File: src/hdl/isaPkg.sv
package isaPkg;

    localparam int opcodeW = 16;  // Instruction width
    localparam int flagsW  = 4;   // Flag register width

    // Field positions inside the opcode
    localparam int s1Lsb      = 9;   // s1 is opcode[11:9]
    localparam int destALsb   = 0;   // A type destination in [2:0]
    localparam int destSiLsb  = 4;   // SI type destination in [6:4]
    localparam int spSubLsb   = 7;   // SP type subtype in [8:7]
    localparam int flagSelLsb = 8;   // Flag index in [9:8]
    localparam int flagValBit = 10;  // Flag value to test or write
    localparam int flagOpBit  = 11;  // Set for FLS/FLC

    typedef enum logic [2:0] {
        CLS_A,
        CLS_I,
        CLS_J,
        CLS_SI,
        CLS_F,
        CLS_SP
    } instrClass_t;

    // SP type subtypes still supported
    localparam logic [1:0] SP_PUSH = 2'b00;
    localparam logic [1:0] SP_POP  = 2'b01;

    // Source field s1, codes 0 to 3 name a register
    typedef logic [2:0] readMode_t;

    localparam readMode_t RM_IMM  = 3'd4;  // Operand follows the instruction
    localparam readMode_t RM_BAD5 = 3'd5;
    localparam readMode_t RM_ADDR = 3'd6;  // Operand at (A)
    localparam readMode_t RM_BAD7 = 3'd7;

    typedef logic [2:0] dest_t;

    localparam dest_t DEST_ZERO = 3'd0;  // SP for I type, flags for POP
    localparam dest_t DEST_A    = 3'd1;
    localparam dest_t DEST_B    = 3'd2;
    localparam dest_t DEST_C    = 3'd3;
    localparam dest_t DEST_ADR  = 3'd4;  // Memory at (A)
    localparam dest_t DEST_BAD5 = 3'd5;
    localparam dest_t DEST_BAD6 = 3'd6;

endpackage

File: src/hdl/ctrlPkg.sv
package ctrlPkg;

    import isaPkg::*;

    typedef enum logic [5:0] {
        START    = 6'd0,
        FETCH    = 6'd1,
        ATYPE    = 6'd2,
        ITYPE    = 6'd3,
        JTYPE    = 6'd4,
        SITYPE   = 6'd5,
        JFGINSTR = 6'd6,   // Taken JFS/JFC
        PUSH1    = 6'd8,
        PUSH2    = 6'd9,
        POP1     = 6'd10,
        POP2     = 6'd11,
        RIMMED   = 6'd20,  // Operand read at (PC)
        RADDRESS = 6'd21,  // Operand read at (A)
        HALT     = 6'd63   // Trap for invalid instructions
    } state_t;

    typedef enum logic [1:0] {
        MEM_PC  = 2'd0,
        MEM_A   = 2'd1,
        MEM_SP  = 2'd2,
        MEM_ALU = 2'd3
    } memSrc_t;

    // Codes 0 to 3 select a register
    typedef logic [3:0] aluASrc_t;

    localparam aluASrc_t ALUA_PC  = 4'd4;
    localparam aluASrc_t ALUA_SP  = 4'd5;
    localparam aluASrc_t ALUA_MEM = 4'd6;

    // Codes 0 to 3 select a register
    typedef logic [3:0] aluBSrc_t;

    localparam aluBSrc_t ALUB_ONE  = 4'd4;
    localparam aluBSrc_t ALUB_OP   = 4'd5;  // Immediate from the opcode
    localparam aluBSrc_t ALUB_ADDR = 4'd6;  // Jump offset from the opcode
    localparam aluBSrc_t ALUB_ZERO = 4'd7;

    typedef enum logic [1:0] {
        FSRC_ALU    = 2'd0,
        FSRC_INSTR  = 2'd1,
        FSRC_ALUOUT = 2'd2
    } flagSrc_t;

    localparam logic [3:0] ALU_ADD = 4'd0;
    localparam logic [3:0] ALU_SUB = 4'd2;
    localparam logic [3:0] ALU_JMP = 4'd6;

    typedef struct packed {
        memSrc_t             memAddr;
        logic                re;
        logic                we;
        logic                readStack;   // Address selects the stack segment
        logic                saveOpcode;
        logic                saveMem;     // Load the operand register
        logic                enPC;
        logic [3:0]          aluFunc;
        aluASrc_t            aluA;
        aluBSrc_t            aluB;
        logic                enA;
        logic                enB;
        logic                enC;
        logic                enSP;
        logic                enF;
        flagSrc_t            sourceF;
        logic [flagsW-1:0]   inF;         // Flag value for FLS/FLC
    } ctrlWord_t;

    typedef struct packed {
        state_t              mainState;   // State after fetch and operand read
        readMode_t           readMode;
        dest_t               dest;
        logic                isFlagOp;
        logic [flagsW-1:0]   newFlags;
    } decoded_t;

endpackage

File: src/hdl/instrDecoder.sv
module instrDecoder
    import isaPkg::*, ctrlPkg::*;
(
    input  logic [opcodeW-1:0] opcode,  // Current instruction
    input  logic [flagsW-1:0]  flags,   // Current flag register
    output decoded_t           dec
);

    instrClass_t cls;
    readMode_t   srcMode;
    dest_t       dstSel;
    logic [1:0]  spSub;
    logic [1:0]  flagSel;
    logic        usesDest;
    logic        readsOperand;
    logic        badDest;
    logic        badRead;

    assign srcMode = opcode[s1Lsb +: 3];
    assign spSub   = opcode[spSubLsb +: 2];
    assign flagSel = opcode[flagSelLsb +: 2];

    always_comb begin  // Class from the top nibble
        casez (opcode[opcodeW-1 -: 4])
            4'b0000: cls = CLS_A;
            4'b0001: cls = CLS_SI;
            4'b0010: cls = CLS_F;
            4'b0011: cls = CLS_SP;
            4'b01??: cls = CLS_I;
            default: cls = CLS_J;  // 1xxx
        endcase
    end

    always_comb begin  // Destination field depends on class
        case (cls)
            CLS_A:   dstSel = opcode[destALsb +: 3];
            CLS_SI:  dstSel = opcode[destSiLsb +: 3];
            default: dstSel = opcode[s1Lsb +: 3];  // I and POP share s1
        endcase
    end

    assign usesDest = (cls == CLS_A) || (cls == CLS_I) || (cls == CLS_SI)
                      || (cls == CLS_SP && spSub == SP_POP);
    assign readsOperand = (cls == CLS_A) || (cls == CLS_I) || (cls == CLS_SI)
                          || (cls == CLS_SP && spSub == SP_PUSH);

    assign badDest = usesDest && (dstSel == DEST_BAD5 || dstSel == DEST_BAD6);
    assign badRead = readsOperand && (srcMode == RM_BAD5 || srcMode == RM_BAD7);

    always_comb begin
        dec.readMode  = srcMode;
        dec.dest      = dstSel;
        dec.isFlagOp  = 1'b0;
        dec.newFlags  = flags;
        dec.newFlags[flagSel] = opcode[flagValBit];  // FLS sets, FLC clears
        case (cls)
            CLS_A:  dec.mainState = ATYPE;
            CLS_I:  dec.mainState = ITYPE;
            CLS_J:  dec.mainState = JTYPE;
            CLS_SI: dec.mainState = SITYPE;
            CLS_F: begin
                if (opcode[flagOpBit]) begin
                    dec.mainState = FETCH;  // Done within fetch
                    dec.isFlagOp  = 1'b1;
                end else if (flags[flagSel] == opcode[flagValBit]) begin
                    dec.mainState = JFGINSTR;
                end else begin
                    dec.mainState = FETCH;  // Condition false
                end
            end
            CLS_SP: begin
                case (spSub)
                    SP_PUSH: dec.mainState = PUSH1;
                    SP_POP:  dec.mainState = POP1;
                    default: dec.mainState = HALT;  // SVPC and RET codes
                endcase
            end
            default: dec.mainState = HALT;
        endcase
        if (badDest || badRead) begin
            dec.mainState = HALT;  // Dropped addressing modes trap
        end
    end

endmodule

File: src/hdl/stateSequencer.sv
module stateSequencer
    import isaPkg::*, ctrlPkg::*;
(
    input  logic               clk,
    input  logic               rst,
    input  logic               stall,   // Hold the current state
    input  logic [opcodeW-1:0] opcode,
    input  decoded_t           dec,
    output state_t             state
);

    state_t nextState;
    logic   needsOperand;
    logic   skipRead;

    always_ff @(posedge clk) begin
        if (rst) begin
            state <= START;
        end else if (!stall) begin
            state <= nextState;
        end
    end

    // Classes that take a source operand through s1
    assign needsOperand = (dec.mainState == ATYPE) || (dec.mainState == ITYPE)
                          || (dec.mainState == SITYPE) || (dec.mainState == PUSH1);

    // I type with bit 8 and class bits 11 needs no operand
    assign skipRead = (dec.mainState == ITYPE) && opcode[8]
                      && (opcode[13:12] == 2'b11);

    always_comb begin
        nextState = HALT;  // Unknown states trap
        case (state)
            START: nextState = FETCH;
            FETCH: begin
                if (needsOperand && !skipRead && dec.readMode[2]) begin
                    case (dec.readMode)
                        RM_IMM:  nextState = RIMMED;
                        RM_ADDR: nextState = RADDRESS;
                        default: nextState = HALT;
                    endcase
                end else begin
                    nextState = dec.mainState;
                end
            end
            RIMMED, RADDRESS: begin
                nextState = dec.mainState;  // Operand ready, run the instruction
            end
            PUSH1: nextState = PUSH2;
            POP1:  nextState = POP2;
            ATYPE, ITYPE, SITYPE, JTYPE, JFGINSTR, PUSH2, POP2: begin
                nextState = FETCH;
            end
            default: nextState = HALT;  // HALT stays until reset
        endcase
    end

endmodule

File: src/hdl/controlDecoder.sv
module controlDecoder
    import isaPkg::*, ctrlPkg::*;
(
    input  state_t             state,
    input  logic [opcodeW-1:0] opcode,
    input  decoded_t           dec,
    output ctrlWord_t          ctrl
);

    aluASrc_t srcA;

    // Register named by s1, or the operand register for memory modes
    assign srcA = dec.readMode[2] ? ALUA_MEM : {2'b00, dec.readMode[1:0]};

    // Register and (A) destinations, code 0 is handled by the caller
    function automatic ctrlWord_t applyDest(ctrlWord_t cwIn, dest_t d);
        ctrlWord_t cw;
        cw = cwIn;
        case (d)
            DEST_A: cw.enA = 1'b1;
            DEST_B: cw.enB = 1'b1;
            DEST_C: cw.enC = 1'b1;
            DEST_ADR: begin
                cw.we      = 1'b1;  // Result written to (A)
                cw.memAddr = MEM_A;
            end
            default: begin
            end
        endcase
        return cw;
    endfunction

    // PC + 1 through the ALU
    function automatic ctrlWord_t incPc(ctrlWord_t cwIn);
        ctrlWord_t cw;
        cw         = cwIn;
        cw.aluFunc = ALU_ADD;
        cw.aluA    = ALUA_PC;
        cw.aluB    = ALUB_ONE;
        cw.enPC    = 1'b1;
        return cw;
    endfunction

    always_comb begin
        ctrl = '0;
        case (state)
            FETCH: begin
                ctrl.memAddr    = MEM_PC;
                ctrl.re         = 1'b1;
                ctrl.saveOpcode = 1'b1;
                ctrl            = incPc(ctrl);
                if (dec.isFlagOp) begin
                    ctrl.enF     = 1'b1;
                    ctrl.sourceF = FSRC_INSTR;
                    ctrl.inF     = dec.newFlags;
                end
            end
            ATYPE: begin
                ctrl.aluA    = srcA;
                ctrl.aluB    = {2'b00, opcode[4:3]};
                ctrl.aluFunc = opcode[8:5];  // Function taken from the opcode
                ctrl.enF     = 1'b1;
                ctrl.sourceF = FSRC_ALU;
                ctrl         = applyDest(ctrl, dec.dest);
            end
            ITYPE: begin
                // s1 is source and destination, code 0 means SP
                ctrl.aluA    = (dec.dest == DEST_ZERO) ? ALUA_SP : srcA;
                ctrl.aluB    = ALUB_OP;
                ctrl.aluFunc = {opcode[8], opcode[8], opcode[13:12]};
                ctrl.enF     = 1'b1;
                ctrl.sourceF = FSRC_ALU;
                if (dec.dest == DEST_ZERO) begin
                    ctrl.enSP = 1'b1;
                end else begin
                    ctrl = applyDest(ctrl, dec.dest);
                end
            end
            SITYPE: begin
                ctrl.aluA    = srcA;
                ctrl.aluB    = ALUB_OP;
                ctrl.aluFunc = {2'b10, opcode[8:7]};  // Shift group
                ctrl.enF     = 1'b1;
                ctrl.sourceF = FSRC_ALU;
                ctrl         = applyDest(ctrl, dec.dest);
            end
            JTYPE: begin
                ctrl.aluA    = ALUA_PC;
                ctrl.aluB    = ALUB_ADDR;
                ctrl.aluFunc = ALU_JMP;
                ctrl.enPC    = 1'b1;
            end
            JFGINSTR: begin
                ctrl.aluA    = ALUA_PC;
                ctrl.aluB    = ALUB_OP;  // Relative offset
                ctrl.aluFunc = ALU_ADD;
                ctrl.enPC    = 1'b1;
            end
            PUSH1: begin
                ctrl.aluA      = srcA;
                ctrl.aluB      = ALUB_ZERO;
                ctrl.aluFunc   = ALU_ADD;
                ctrl.memAddr   = MEM_SP;
                ctrl.we        = 1'b1;
                ctrl.readStack = 1'b1;
            end
            PUSH2: begin
                ctrl.aluA    = ALUA_SP;
                ctrl.aluB    = ALUB_ONE;
                ctrl.aluFunc = ALU_SUB;  // SP - 1
                ctrl.enSP    = 1'b1;
            end
            POP1: begin
                ctrl.aluA      = ALUA_SP;
                ctrl.aluB      = ALUB_ONE;
                ctrl.aluFunc   = ALU_ADD;
                ctrl.enSP      = 1'b1;
                ctrl.memAddr   = MEM_ALU;  // Read at the new SP
                ctrl.re        = 1'b1;
                ctrl.readStack = 1'b1;
                ctrl.saveMem   = 1'b1;
            end
            POP2: begin
                ctrl.aluA    = ALUA_MEM;
                ctrl.aluB    = ALUB_ZERO;
                ctrl.aluFunc = ALU_ADD;
                if (dec.dest == DEST_ZERO) begin
                    ctrl.enF     = 1'b1;  // POP F
                    ctrl.sourceF = FSRC_ALUOUT;
                end else begin
                    ctrl = applyDest(ctrl, dec.dest);
                end
            end
            RIMMED: begin
                ctrl.memAddr = MEM_PC;
                ctrl.re      = 1'b1;
                ctrl.saveMem = 1'b1;
                ctrl         = incPc(ctrl);
            end
            RADDRESS: begin
                ctrl.memAddr = MEM_A;
                ctrl.re      = 1'b1;
                ctrl.saveMem = 1'b1;
            end
            default: begin
            end
        endcase
    end

endmodule

File: src/hdl/cpuController.sv
module cpuController
    import isaPkg::*, ctrlPkg::*;
(
    input  logic               clk,
    input  logic               rst,
    input  logic [opcodeW-1:0] opcode,  // Instruction register
    input  logic [flagsW-1:0]  flags,
    input  logic               stall,
    output ctrlWord_t          ctrl,
    output state_t             state    // Debug view of the FSM
);

    decoded_t dec;

    instrDecoder uInstrDecoder (
        .opcode (opcode),
        .flags  (flags),
        .dec    (dec)
    );

    stateSequencer uStateSequencer (
        .clk    (clk),
        .rst    (rst),
        .stall  (stall),
        .opcode (opcode),
        .dec    (dec),
        .state  (state)
    );

    controlDecoder uControlDecoder (
        .state  (state),
        .opcode (opcode),
        .dec    (dec),
        .ctrl   (ctrl)
    );

endmodule

File: config.mk
export PLATFORM = sky130hd
export DESIGN_NAME = cpuController
export DESIGN_NICKNAME = d
export VERILOG_FILES = /design/src/hdl/isaPkg.sv /design/src/hdl/ctrlPkg.sv /design/src/hdl/instrDecoder.sv /design/src/hdl/stateSequencer.sv /design/src/hdl/controlDecoder.sv /design/src/hdl/cpuController.sv
export SDC_FILE = /design/constraint.sdc
export NUM_CORES = 1
export LEC_CHECK = 0
export BUFFER_PORTS_ARGS = -buffer_cell sky130_fd_sc_hd__clkbuf_2
export CAP_MARGIN = 25
export CELL_PAD_IN_SITES_DETAIL_PLACEMENT = 1
export CELL_PAD_IN_SITES_GLOBAL_PLACEMENT = 2
export CORE_ASPECT_RATIO = 0.9
export CORE_MARGIN = 1.5
export CORE_UTILIZATION = 27
export DETAILED_ROUTE_END_ITERATION = 6
export PLACE_DENSITY_LB_ADDON = 0.08
export SKIP_CTS_REPAIR_TIMING = 1
export SYNTH_ARGS = -nofsm -noshare
export SYNTH_HDL_FRONTEND = slang
export SYNTH_SLANG_ARGS = --single-unit
File: constraint.sdc
create_clock -name clk -period 2.9 [get_ports clk]
set_input_delay 0.29 -clock clk [delete_from_list [all_inputs] [get_ports clk]]
set_output_delay 0.29 -clock clk [all_outputs]
set_load 0.05 [all_outputs]
* Yosys cells after proc, flatten, opt, wreduce, memory -nomap -nowiden
Index checks and enable logic that the tools add are counted.
** Storage, ports and cells
- Register bits after elaboration :: 6
- Input bits :: 23
- ROM bits :: 0
- Logic and storage cells :: 116
- Memories :: 0
- Latch bits :: 0
- RAM bits :: 0
** Operators by class
- Add/sub/neg operators :: 0
- Multiply operators :: 0
- Bitwise operators :: 0
- Reductions and logical operators :: 35
- Equality and inequality tests :: 38
- Div/mod/pow operators :: 0
- Multiplexer cells :: 40
- Shift-type cells :: 0
- Order comparisons :: 2
** Operators with widths (count)
- case mux 12 bit (10 select lines) :: 1
- case mux 6 bit (6 select lines) :: 1
- equality test 6 x 4 -> 1 bit, second input constant :: 5
- case mux 6 bit (5 select lines) :: 1
- equality test 3 bit, second input constant :: 9
- equality test 6 x 2 -> 1 bit, second input constant :: 4
- equality test 6 x 3 -> 1 bit, second input constant :: 4
- case mux 6 bit (2 select lines) :: 2
- two-way mux 23 bit :: 1
- two-way mux 22 bit :: 1
- case mux 7 bit (3 select lines) :: 1
- two-way mux 6 bit :: 3
- case mux 1 bit (3 select lines) :: 6
- case mux 3 bit (5 select lines) :: 1
- equality test 3 x 2 -> 1 bit, second input constant :: 4
- equality test 6 x 5 -> 1 bit, second input constant :: 2
- case mux 2 bit (6 select lines) :: 1
- logical OR 1 bit :: 10
- two-way mux 1 bit :: 10
- OR reduction 2 bit :: 5
- logical AND 1 bit :: 9
- two-way mux 3 bit :: 3
- case mux 3 bit (3 select lines) :: 1
- equality test 4 x 2 -> 1 bit, second input constant :: 2
- 23 further kinds :: 28

* Logic depth before layout (Yosys ltp)
Gate-level depths: netlist (run 1).
- Depth after elaboration :: 17
- Depth in mapped cells :: 7

* Hierarchy
From an unflattened synthesis (run 1), not the netlist that was laid out.
** Second synthesis, totals
- Cell total of the unflattened synthesis :: 261
- Area total of the unflattened synthesis :: 1811.7 um2
** Modules (own cells, without submodules)
- controlDecoder :: times used 1, area each 750.7 um2, cells an instance 118
- instrDecoder :: times used 1, area each 533.0 um2, cells an instance 78
- stateSequencer :: times used 1, area each 528.0 um2, cells an instance 65

* Least setup slack after synthesis (run 1)
OpenSTA, ideal clock, no wires.
- Path type :: reg-to-output
- Start :: reg uStateSequencer.state[3]
- End :: out ctrl[15] (netlist bit)
- Buffers on the path :: 2
- Stages on the path, launching flop included :: 6
- Arrival :: 3.029 ns
- Path slack :: -0.419 ns
- Path through :: dfxtp_1 -> clkbuf_1 -> clkbuf_1 -> a21oi_1 -> a2111oi_2 -> o21bai_1
** RTL lines
- start, declared :: RTL line stateSequencer.sv:9 : output state_t state
- start signal, assigned :: RTL line stateSequencer.sv:20 : state <= nextState;
- end, declared :: RTL line cpuController.sv:9 : output ctrlWord_t ctrl,

==> results of run 1 <==
==> metal layers <==
metal | part of all wire [%] | vias to the layer above
li1 | - | 964
met1 | 54 | 914
met2 | 43 | 34
met3 | 2.5 | 5
met4 | 0.74 | 0
met5 | 0 | -
==> metrics by stage <==
step	hold WS [ns]	TNS (ns)
final	0.332	0
after global routing	0.358	0
after CTS	0.332	0
after detailed placement	0.567	0
after global placement	0.573	0
after floorplan	0.359	-0.498
==> power groups by stage <==
stage,registers (mW),clock network [mW],logic (mW)
2_1_floorplan,0.138,0,0.434
3_3_place_gp,0.120,0,0.598
3_5_place_dp,0.120,0,0.599
4_1_cts,0.118,0.129,0.601
5_1_grt,0.122,0.135,0.646
6_report,0.119,0.127,0.596
==> area by class of cell <==
type / count / area (um^2) / area share (%)
clock buffers: 3 / 41.3 / 2.14
inverters: 10 / 37.5 / 1.95
multi-input cells: 203 / 1300 / 67.4
flip-flops and latches: 6 / 120 / 6.23
well taps: 67 / 83.8 / 4.35
repair buffers: 65 / 345 / 17.9
==> worst reg2reg max path, cell delays in order (launching register included) <==
cell       delay, ns
dfxtp_1         0.61
nor2b_1         0.30
o21bai_1        0.11
a21oi_1         0.35
nand2b_1        0.24
nor4b_1         0.46
a2111oi_2       0.08
==> kinds of logic after synthesis <==
group	Yosys count	share of synthesized area [%]
compound gates	79	35.1
flops	6	7.94
other cells	1	0.248
xor+xnor	3	1.74
mux	9	5.96
simple gates	110	40.1
buf+inv	31	8.93
==> cells in the final DEF, fill, tap and decap left out, types with 2 or more instances in the layout <==
cell type,instances
clkbuf_2,57
a21oi_1,26
nor2_1,26
nand2_1,21
o21ai_0,13
mux2i_1,9
inv_1,8
nand2b_1,8
nor3_1,8
nor2b_1,8
nand3_1,8
buf_4,8
dfxtp_1,6
a31oi_1,5
o31ai_1,4
or3_1,4
o21bai_1,4
a211oi_1,4
nand4_1,3
xnor2_1,3
nor3b_1,3
clkbuf_8,3
nor4b_2,2
nor3_2,2
o21ai_1,2
or2_2,2
and2_1,2
and3b_1,2
o211ai_1,2
nand3b_1,2
o211a_1,2
nor4b_1,2
conb_1,2
==> how the worst min path moves through the flow <==
stage | end | cells after the start
floorplan | uStateSequencer.state[3]$_SDFFE_PP0N_ | 1
global placement | uStateSequencer.state[3]$_SDFFE_PP0N_ | 2
detailed placement | uStateSequencer.state[3]$_SDFFE_PP0N_ | 2
CTS | uStateSequencer.state[3]$_SDFFE_PP0N_ | 2
global route | uStateSequencer.state[3]$_SDFFE_PP0N_ | 2
finish | uStateSequencer.state[3]$_SDFFE_PP0N_ | 2
==> results.py, run 1 <==
metrics = {
    "run_status": {
        "status": "completed",
    },
    "routing": {
        "wl_per_cell_um": 16.1,
        "vias": 1917,
        "antenna_left": 0,
        "route.final.wire_length_mm": 5.69,
        "drc": 0,
        "drt_iter0_drc": 67,
        "dr.pass1.iters": 4,
        "vias_per_cell": 5.42,
    },
    "sta": {
        "timing.final.max_slew_violations": 0,
        "skew_ns": 0.000321,
        "fmax_mhz": 385,
        "finalCritPeriodShare_pct": 89.5,
        "slew_headroom_pct": 65.9,
        "finalSetupViolations": 0,
        "hold_viol_final": 0,
        "worst_slew_pin_slew_ns": 0.511,
        "period_needed_ns": 2.60,
        "setup_ws_ns": 0.304,
        "rsz0062_at_grt": "false",
    },
    "synth": {
        "synthArstFlopShare_pct": 0,
        "synth_top_area_cell": "a21oi_1",
        "yosys-top-cells-area": "a21oi_1 8.6%, dfxtp_1 7.9%, nor2_1 6.5%",
        "synthTopCellsByCount": "26 x a21oi_1, 26 x nor2_1, 21 x nand2_1, 13 x o21ai_0, 10 x clkbuf_1",
        "avgSynthCellArea_um2": 6.33,
        "syn-cell-area_um2": 1510,
        "synth-edff-count": 0,
        "synth_warnings": 0,
        "synth_top_area_share_pct": 8.60,
        "postSynthCellCount": 239,
        "ys_types": 58,
        "synth_seq_cells": 6,
        "synth-main-ff-cell": "dfxtp_1",
        "seq_area_frac_synth_pct": 7.94,
    },
    "cells_and_area": {
        "fillCellCount": 726,
        "biggestRegsByFlops": "uStateSequencer.state: 6 flops",
        "final_cells": 354,
        "final_cell_area_um2": 1930,
        "top_register": "uStateSequencer.state",
        "drive_gt1_share_pct": 29.6,
        "n_antenna_cell": 0,
        "fin_nets": 312,
        "largest_reg_flops": 6,
        "area_growth_pct": 27.5,
        "fin_util_pct": 36.3,
    },
    "die": {
        "fp.coreArea_um2": 5320,
        "num_io_pins": 60,
        "die_x_um": 81.9,
        "start_util_pct": 28.4,
        "fp.dieArea_um2": 6060,
        "die_h_um": 74.0,
        "num_rows": 25,
    },
    "worst_setup_path": {
        "r2r_slack_ns": 0.62,
        "cp_cell_sequence": "or3_1 > nor3_4 > nand4_1 > clkinv_1 > or3_1 > clkbuf_2",
        "end_kind": "output pin",
        "rr_startpoint": "uStateSequencer.state[2]$_SDFFE_PP0N_",
        "crit_end": "ctrl[6]",
        "crit_fanout": 16,
        "reg2regPathDepth": 6,
        "cp.depth": 6,
        "crit_slowest_cell": "dfxtp_1",
        "cp_slowest_stage_delay_ns": 0.63,
        "arrival_ns": 2.31,
        "cp-start-kind": "flip-flop",
        "path_class": "reg2out",
        "crit_family": "simple AND/OR/NAND/NOR gates",
        "critPathMostFrequentCell": "or3_1",
        "worstSetupStartpoint": "uStateSequencer.state[3]$_SDFFE_PP0N_",
        "cp.required_ns": 2.61,
        "crit_buf_inv": 2,
        "r2r-end": "uStateSequencer.state[3]$_SDFFE_PP0N_",
    },
    "placed_design": {
        "place_inst": 351,
        "numPortBuffers": 57,
        "dp_hpwl_mm": 4.56,
        "gp_congestion": 0.796,
        "placed_cell_area_um2": 1890,
        "post-place-ws_ns": 0.506,
    },
    "power_and_ir_drop": {
        "clockPowerShare_pct": 15.1,
        "p_seq_share_pct": 14.1,
        "power_leakage_nw": 0.862,
        "pwr-share-comb_pct": 70.8,
        "p_total_mw": 0.842,
        "power_switching_mw": 0.490,
        "peakVddDrop_v": 0.000206,
        "p_int_mw": 0.352,
        "p_per_area_nw_per_um2": 437,
        "p_sw_share_pct": 58.3,
    },
    "global_route": {
        "grt_use_met3_pct": 0.859,
        "grt_pass1_wl_mm": 9.18,
        "grt_use_met1_pct": 30.2,
        "grt_pass1_vias": 1777,
        "grt_max_degree": 29,
        "grt_busiest_layer": "met1",
        "overflow": 0,
        "grt_use_met2_pct": 29.9,
        "grt_antenna_before_repair": 0,
        "grt_use_total_pct": 19.5,
    },
    "hold_path": {
        "worst_hold_startpoint": "rst",
        "hp-class": "in2reg",
    },
    "clock_network": {
        "insertion_delay_ns": 0.22,
        "cts_tree": "yes",
        "cts_root_buf": "clkbuf_8",
        "htreeDepth": 1,
        "clkSinkCount": 6,
        "clock_path_buffers": 2,
        "clkSlewWorstSetupHoldPaths_ns": 0.04,
        "cts_inserted_buffers": 3,
    },
    "flow_run": {
        "maxCapViolations": 0,
    },
}
Power figures use the tool's default switching activity.
==> inputs of run 2 (changes only) <==
--- a/config.mk
+++ b/config.mk
@@ -5,6 +5,7 @@
 export SDC_FILE = /design/constraint.sdc
 export NUM_CORES = 1
 export LEC_CHECK = 0
+export ABC_CLOCK_PERIOD_IN_PS = 2900
 export BUFFER_PORTS_ARGS = -buffer_cell sky130_fd_sc_hd__clkbuf_2
 export CAP_MARGIN = 25
 export CELL_PAD_IN_SITES_DETAIL_PLACEMENT = 1
@@ -14,6 +15,7 @@
 export CORE_UTILIZATION = 27
 export DETAILED_ROUTE_END_ITERATION = 6
 export PLACE_DENSITY_LB_ADDON = 0.08
+export RECOVER_POWER = 100
 export SKIP_CTS_REPAIR_TIMING = 1
 export SYNTH_ARGS = -nofsm -noshare
 export SYNTH_HDL_FRONTEND = slang
==> results.py, run 2 (synthesis gave the netlist of run 1 again) <==
metrics = {
    "global_route": {
        "grt_pass1_vias": 1777,
        "grt_antenna_before_repair": 0,
        "grt_use_total_pct": 19.5,
        "grt_pass1_wl_mm": 9.18,
        "grt_max_degree": 29,
        "overflow": 0,
    },
    "routing": {
        "wl_per_cell_um": 16.2,
        "drc": 0,
        "vias": 1933,
        "vias_per_cell": 5.46,
        "route.final.wire_length_mm": 5.74,
        "antenna_left": 0,
        "dr.pass1.iters": 4,
        "drt_iter0_drc": 72,
    },
    "cells_and_area": {
        "biggestRegsByFlops": "uStateSequencer.state: 6 flops",
        "top_register": "uStateSequencer.state",
        "area_growth_pct": 23.6,
        "largest_reg_flops": 6,
        "layout_common_cells": "36 x clkbuf_2, 26 x a21oi_1, 26 x nor2_1",
        "n_antenna_cell": 0,
        "final_common_cell": "clkbuf_2",
        "drive_gt1_share_pct": 20.6,
        "fin_nets": 312,
    },
    "sta": {
        "hold_viol_final": 0,
        "finalCritPeriodShare_pct": 90.7,
        "rsz0062_at_grt": "false",
        "setup_ws_ns": 0.271,
        "skew_ns": 0.000798,
        "timing.final.max_slew_violations": 0,
        "finalSetupViolations": 0,
        "worst_slew_pin_slew_ns": 0.758,
        "period_needed_ns": 2.63,
        "fmax_mhz": 380,
        "slew_headroom_pct": 48.8,
    },
    "worst_setup_path": {
        "r2r_slack_ns": 0.67,
        "reg2regPathDepth": 6,
        "r2r-end": "uStateSequencer.state[3]$_SDFFE_PP0N_",
        "rr_startpoint": "uStateSequencer.state[2]$_SDFFE_PP0N_",
        "cp-start-kind": "flip-flop",
        "cp.required_ns": 2.61,
        "end_kind": "output pin",
        "worstSetupStartpoint": "uStateSequencer.state[2]$_SDFFE_PP0N_",
        "arrival_ns": 2.34,
        "crit_fanout": 10,
        "path_class": "reg2out",
    },
    "die": {
        "start_util_pct": 28.4,
        "die_x_um": 81.9,
        "num_rows": 25,
        "die_h_um": 74.0,
        "fp.dieArea_um2": 6060,
        "fp.coreArea_um2": 5320,
        "num_io_pins": 60,
    },
    "clock_network": {
        "clkSlewWorstSetupHoldPaths_ns": 0.04,
        "cts_tree": "yes",
        "insertion_delay_ns": 0.23,
        "htreeDepth": 1,
        "cts_root_buf": "clkbuf_8",
        "clock_path_buffers": 2,
        "cts_inserted_buffers": 3,
        "clkSinkCount": 6,
    },
    "hold_path": {
        "min_to": "uStateSequencer.state[3]$_SDFFE_PP0N_",
        "hp-class": "in2reg",
        "min_path_cells": 2,
        "worst_hold_startpoint": "rst",
    },
    "power_and_ir_drop": {
        "power_leakage_nw": 0.773,
        "p_per_area_nw_per_um2": 440,
        "peakVddDrop_v": 0.000204,
        "p_total_mw": 0.823,
    },
    "flow_run": {
        "maxCapViolations": 0,
    },
    "placed_design": {
        "gp_congestion": 0.796,
        "dp_hpwl_mm": 4.56,
        "numPortBuffers": 57,
        "post-place-ws_ns": 0.506,
    },
    "run_status": {
        "status": "completed",
    },
}
## run 2: power breakdown
| part | switching, mW | total [mW] | leakage (nW) | internal, mW |
|---|---|---|---|---|
| Sequential | 0.0242 | 0.117 | 0.0497 | 0.0932 |
| Clock | 0.0377 | 0.127 | 0.0216 | 0.0893 |
| Combinational | 0.423 | 0.579 | 0.702 | 0.156 |
| Total | 0.485 | 0.823 | 0.773 | 0.338 |
## run 2: per-layer routing
metal  vias up  global-route usage (%)  part of all wire (%)
met5         -                       0                     0
met4         0                    3.39                  0.73
met3         5                   0.859                   3.0
met2        38                    29.9                    43
met1       926                    30.2                    53
li1        964                       -                     -
## run 2: final cells by class
type,count,area [um^2]
clock buffers,3,41.3
well taps,67,83.8
repair buffers,65,312
flip-flops and latches,6,120
fillers,739,3450
multi-input cells,203,1270
inverters,10,37.5
## run 2: worst max path at each step
stage	end	depth (start not counted)
final	ctrl[17]	8
after global routing	ctrl[17]	8
after CTS	ctrl[6]	6
after detailed placement	ctrl[15]	8
after global placement	ctrl[15]	8
after floorplan	ctrl[0]	5
## run 2: critical path: stages, from the launching register on
cell,delay [ns]
dfxtp_1,0.57
clkbuf_1,0.29
nand2b_1,0.21
nor2_1,0.06
a21oi_1,0.13
nor2_1,0.05
o21ai_0,0.35
o21ai_0,0.19
clkbuf_2,0.27
## run 2: metrics by stage
stage	TNS, ns	instances	cell area, um^2	utilization [%]	hold WS, ns
after floorplan	-0.498	240	1560	-	0.359
after global placement	0	351	1890	35.5	0.573
after detailed placement	0	351	1890	35.5	0.567
after CTS	0	354	1930	36.3	0.332
after global routing	0	354	1870	35.2	0.358
final	0	354	1870	35.2	0.331
==> inputs of run 3 (changes only) <==
--- a/config.mk
+++ b/config.mk
@@ -5,17 +5,16 @@
 export SDC_FILE = /design/constraint.sdc
 export NUM_CORES = 1
 export LEC_CHECK = 0
-export ABC_CLOCK_PERIOD_IN_PS = 2900
+export ABC_CLOCK_PERIOD_IN_PS = 3000
 export BUFFER_PORTS_ARGS = -buffer_cell sky130_fd_sc_hd__clkbuf_2
 export CAP_MARGIN = 25
 export CELL_PAD_IN_SITES_DETAIL_PLACEMENT = 1
 export CELL_PAD_IN_SITES_GLOBAL_PLACEMENT = 2
 export CORE_ASPECT_RATIO = 0.9
 export CORE_MARGIN = 1.5
-export CORE_UTILIZATION = 27
+export CORE_UTILIZATION = 25
 export DETAILED_ROUTE_END_ITERATION = 6
 export PLACE_DENSITY_LB_ADDON = 0.08
-export RECOVER_POWER = 100
 export SKIP_CTS_REPAIR_TIMING = 1
 export SYNTH_ARGS = -nofsm -noshare
 export SYNTH_HDL_FRONTEND = slang
==> constraint.sdc (replaced) <==
create_clock -name clk -period 3 [get_ports clk]
set_input_delay 0.3 -clock clk [delete_from_list [all_inputs] [get_ports clk]]
set_output_delay 0.3 -clock clk [all_outputs]
set_load 0.05 [all_outputs]
==> results.py, run 3 (synthesis gave the netlist of run 1 again) <==
metrics = {
    "power_and_ir_drop": {
        "peakVddDrop_v": 0.000358,
        "pwr-share-comb_pct": 70.4,
        "power_leakage_nw": 0.844,
        "p_per_area_nw_per_um2": 422,
        "power_switching_mw": 0.470,
        "p_int_mw": 0.333,
        "p_total_mw": 0.803,
        "p_sw_share_pct": 58.5,
        "p_seq_share_pct": 15.0,
        "clockPowerShare_pct": 14.6,
    },
    "cells_and_area": {
        "n_antenna_cell": 0,
        "top_register": "uStateSequencer.state",
        "area_growth_pct": 25.7,
        "fin_nets": 309,
        "largest_reg_flops": 6,
        "biggestRegsByFlops": "uStateSequencer.state: 6 flops",
        "final_cell_area_um2": 1900,
        "layout_common_cells": "57 x clkbuf_2, 26 x a21oi_1, 26 x nor2_1",
        "final_common_cell": "clkbuf_2",
        "final_cells": 354,
        "drive_gt1_share_pct": 28.5,
    },
    "sta": {
        "period_needed_ns": 2.66,
        "finalSetupViolations": 0,
        "hold_viol_final": 0,
        "skew_ns": 0.00116,
        "slew_headroom_pct": 54.4,
        "fmax_mhz": 376,
        "timing.final.max_slew_violations": 0,
        "worst_slew_pin_slew_ns": 0.682,
        "rsz0062_at_grt": "false",
        "finalCritPeriodShare_pct": 88.7,
    },
    "routing": {
        "route.final.wire_length_mm": 5.78,
        "drc": 3,
        "vias": 1894,
        "vias_per_cell": 5.35,
        "drt_iter0_drc": 72,
        "dr.pass1.iters": 6,
        "wl_per_cell_um": 16.3,
        "antenna_left": 0,
    },
    "placed_design": {
        "dp_hpwl_mm": 4.61,
        "numPortBuffers": 57,
        "gp_congestion": 0.810,
        "place_inst": 351,
        "placed_cell_area_um2": 1860,
    },
    "flow_run": {
        "maxCapViolations": 0,
    },
    "die": {
        "start_util_pct": 26.3,
        "die_x_um": 85.0,
        "num_io_pins": 60,
        "fp.coreArea_um2": 5760,
        "fp.dieArea_um2": 6530,
        "num_rows": 26,
        "die_h_um": 76.8,
    },
    "clock_network": {
        "clkSinkCount": 6,
        "cts_inserted_buffers": 3,
        "insertion_delay_ns": 0.22,
        "cts_tree": "yes",
        "clkSlewWorstSetupHoldPaths_ns": 0.03,
        "clock_path_buffers": 2,
        "cts_root_buf": "clkbuf_8",
        "htreeDepth": 1,
    },
    "global_route": {
        "grt_use_met3_pct": 2.15,
        "grt_pass1_vias": 1831,
        "grt_max_degree": 32,
        "grt_busiest_layer": "met2",
        "overflow": 0,
        "grt_use_total_pct": 18.2,
        "grt_antenna_before_repair": 0,
        "grt_use_met2_pct": 28.7,
        "grt_use_met1_pct": 27.5,
        "grt_pass1_wl_mm": 9.87,
    },
    "worst_setup_path": {
        "cp.required_ns": 2.70,
        "cp_cell_sequence": "or3_1 > nor3_4 > nand4_1 > clkinv_1 > or3_1 > clkbuf_2",
        "cp_slowest_stage_delay_ns": 0.75,
        "reg2regPathDepth": 7,
        "rr_startpoint": "uStateSequencer.state[2]$_SDFFE_PP0N_",
        "cp-start-kind": "flip-flop",
        "r2r_slack_ns": 0.58,
        "path_class": "reg2out",
        "crit_slowest_cell": "dfxtp_1",
        "r2r-end": "uStateSequencer.state[3]$_SDFFE_PP0N_",
        "end_kind": "output pin",
        "arrival_ns": 2.36,
        "critPathMostFrequentCell": "or3_1",
        "crit_fanout": 21,
    },
    "run_status": {
        "status": "finished, violations left",
        "violations": "design-rule violations",
    },
    "hold_path": {
        "hp-class": "in2reg",
        "min_path_cells": 2,
        "worst_hold_startpoint": "rst",
        "min_to": "uStateSequencer.state[3]$_SDFFE_PP0N_",
    },
}
## run 3: cell count changes in the layout (fill, tap and decap cells not counted), sizes merged
cell    before  now
buf          6    5
clkbuf      62   60
## run 3: metal layers
layer / vias up / wire length (um)
met5: - / 0
met4: 0 / 0
met3: 0 / 267
met2: 44 / 2560
met1: 894 / 2950
li1: 956 / -
## run 3: per-stage QoR
step / worst slack [ns] / TNS [ns] / hold WS, ns / util, %
6_report: 0.339 / 0 / 0.346 / 33.0
5_1_grt: 0.121 / 0 / 0.352 / 33.0
3_5_place_dp: 0.432 / 0 / 0.578 / 32.3
4_1_cts: 0.308 / 0 / 0.349 / 33.0
3_3_place_gp: 0.528 / 0 / 0.583 / 32.3
2_1_floorplan: -0.0646 / -0.133 / 0.369 / -
## run 3: worst max-delay path, delay by kind of cell, from the launching register on
family,cells,cell delay (ns)
DFF,1,0.75
and+or+nand+nor,4,1.01
buffers and inverters,2,0.36
## run 3: power groups by stage
stage | Sequential (mW) | Combinational, mW | Clock [mW]
2_1_floorplan | 0.134 | 0.417 | 0
3_3_place_gp | 0.122 | 0.569 | 0
3_5_place_dp | 0.121 | 0.567 | 0
4_1_cts | 0.120 | 0.569 | 0.122
5_1_grt | 0.126 | 0.613 | 0.129
6_report | 0.121 | 0.565 | 0.118
## run 3: cell type report
cell class,count,area [um^2]
Inverter,10,37.5
Timing Repair Buffer,62,323
Multi-Input combinational cell,203,1290
Fill cell,770,3860
Clock buffer,3,41.3
Tap cell,70,87.6
Sequential cell,6,120
## run 3: worst max path at each step
stage / slack (ns) / end / from / cells after the start
after floorplan: -0.06 / ctrl[0] / uStateSequencer.state[4]$_SDFFE_PP0N_ / 5
after global placement: 0.53 / ctrl[15] / opcode[12] / 8
after detailed placement: 0.43 / ctrl[15] / opcode[12] / 8
after CTS: 0.31 / ctrl[6] / uStateSequencer.state[3]$_SDFFE_PP0N_ / 6
after global routing: 0.12 / ctrl[6] / uStateSequencer.state[3]$_SDFFE_PP0N_ / 6
final: 0.34 / ctrl[6] / uStateSequencer.state[3]$_SDFFE_PP0N_ / 6
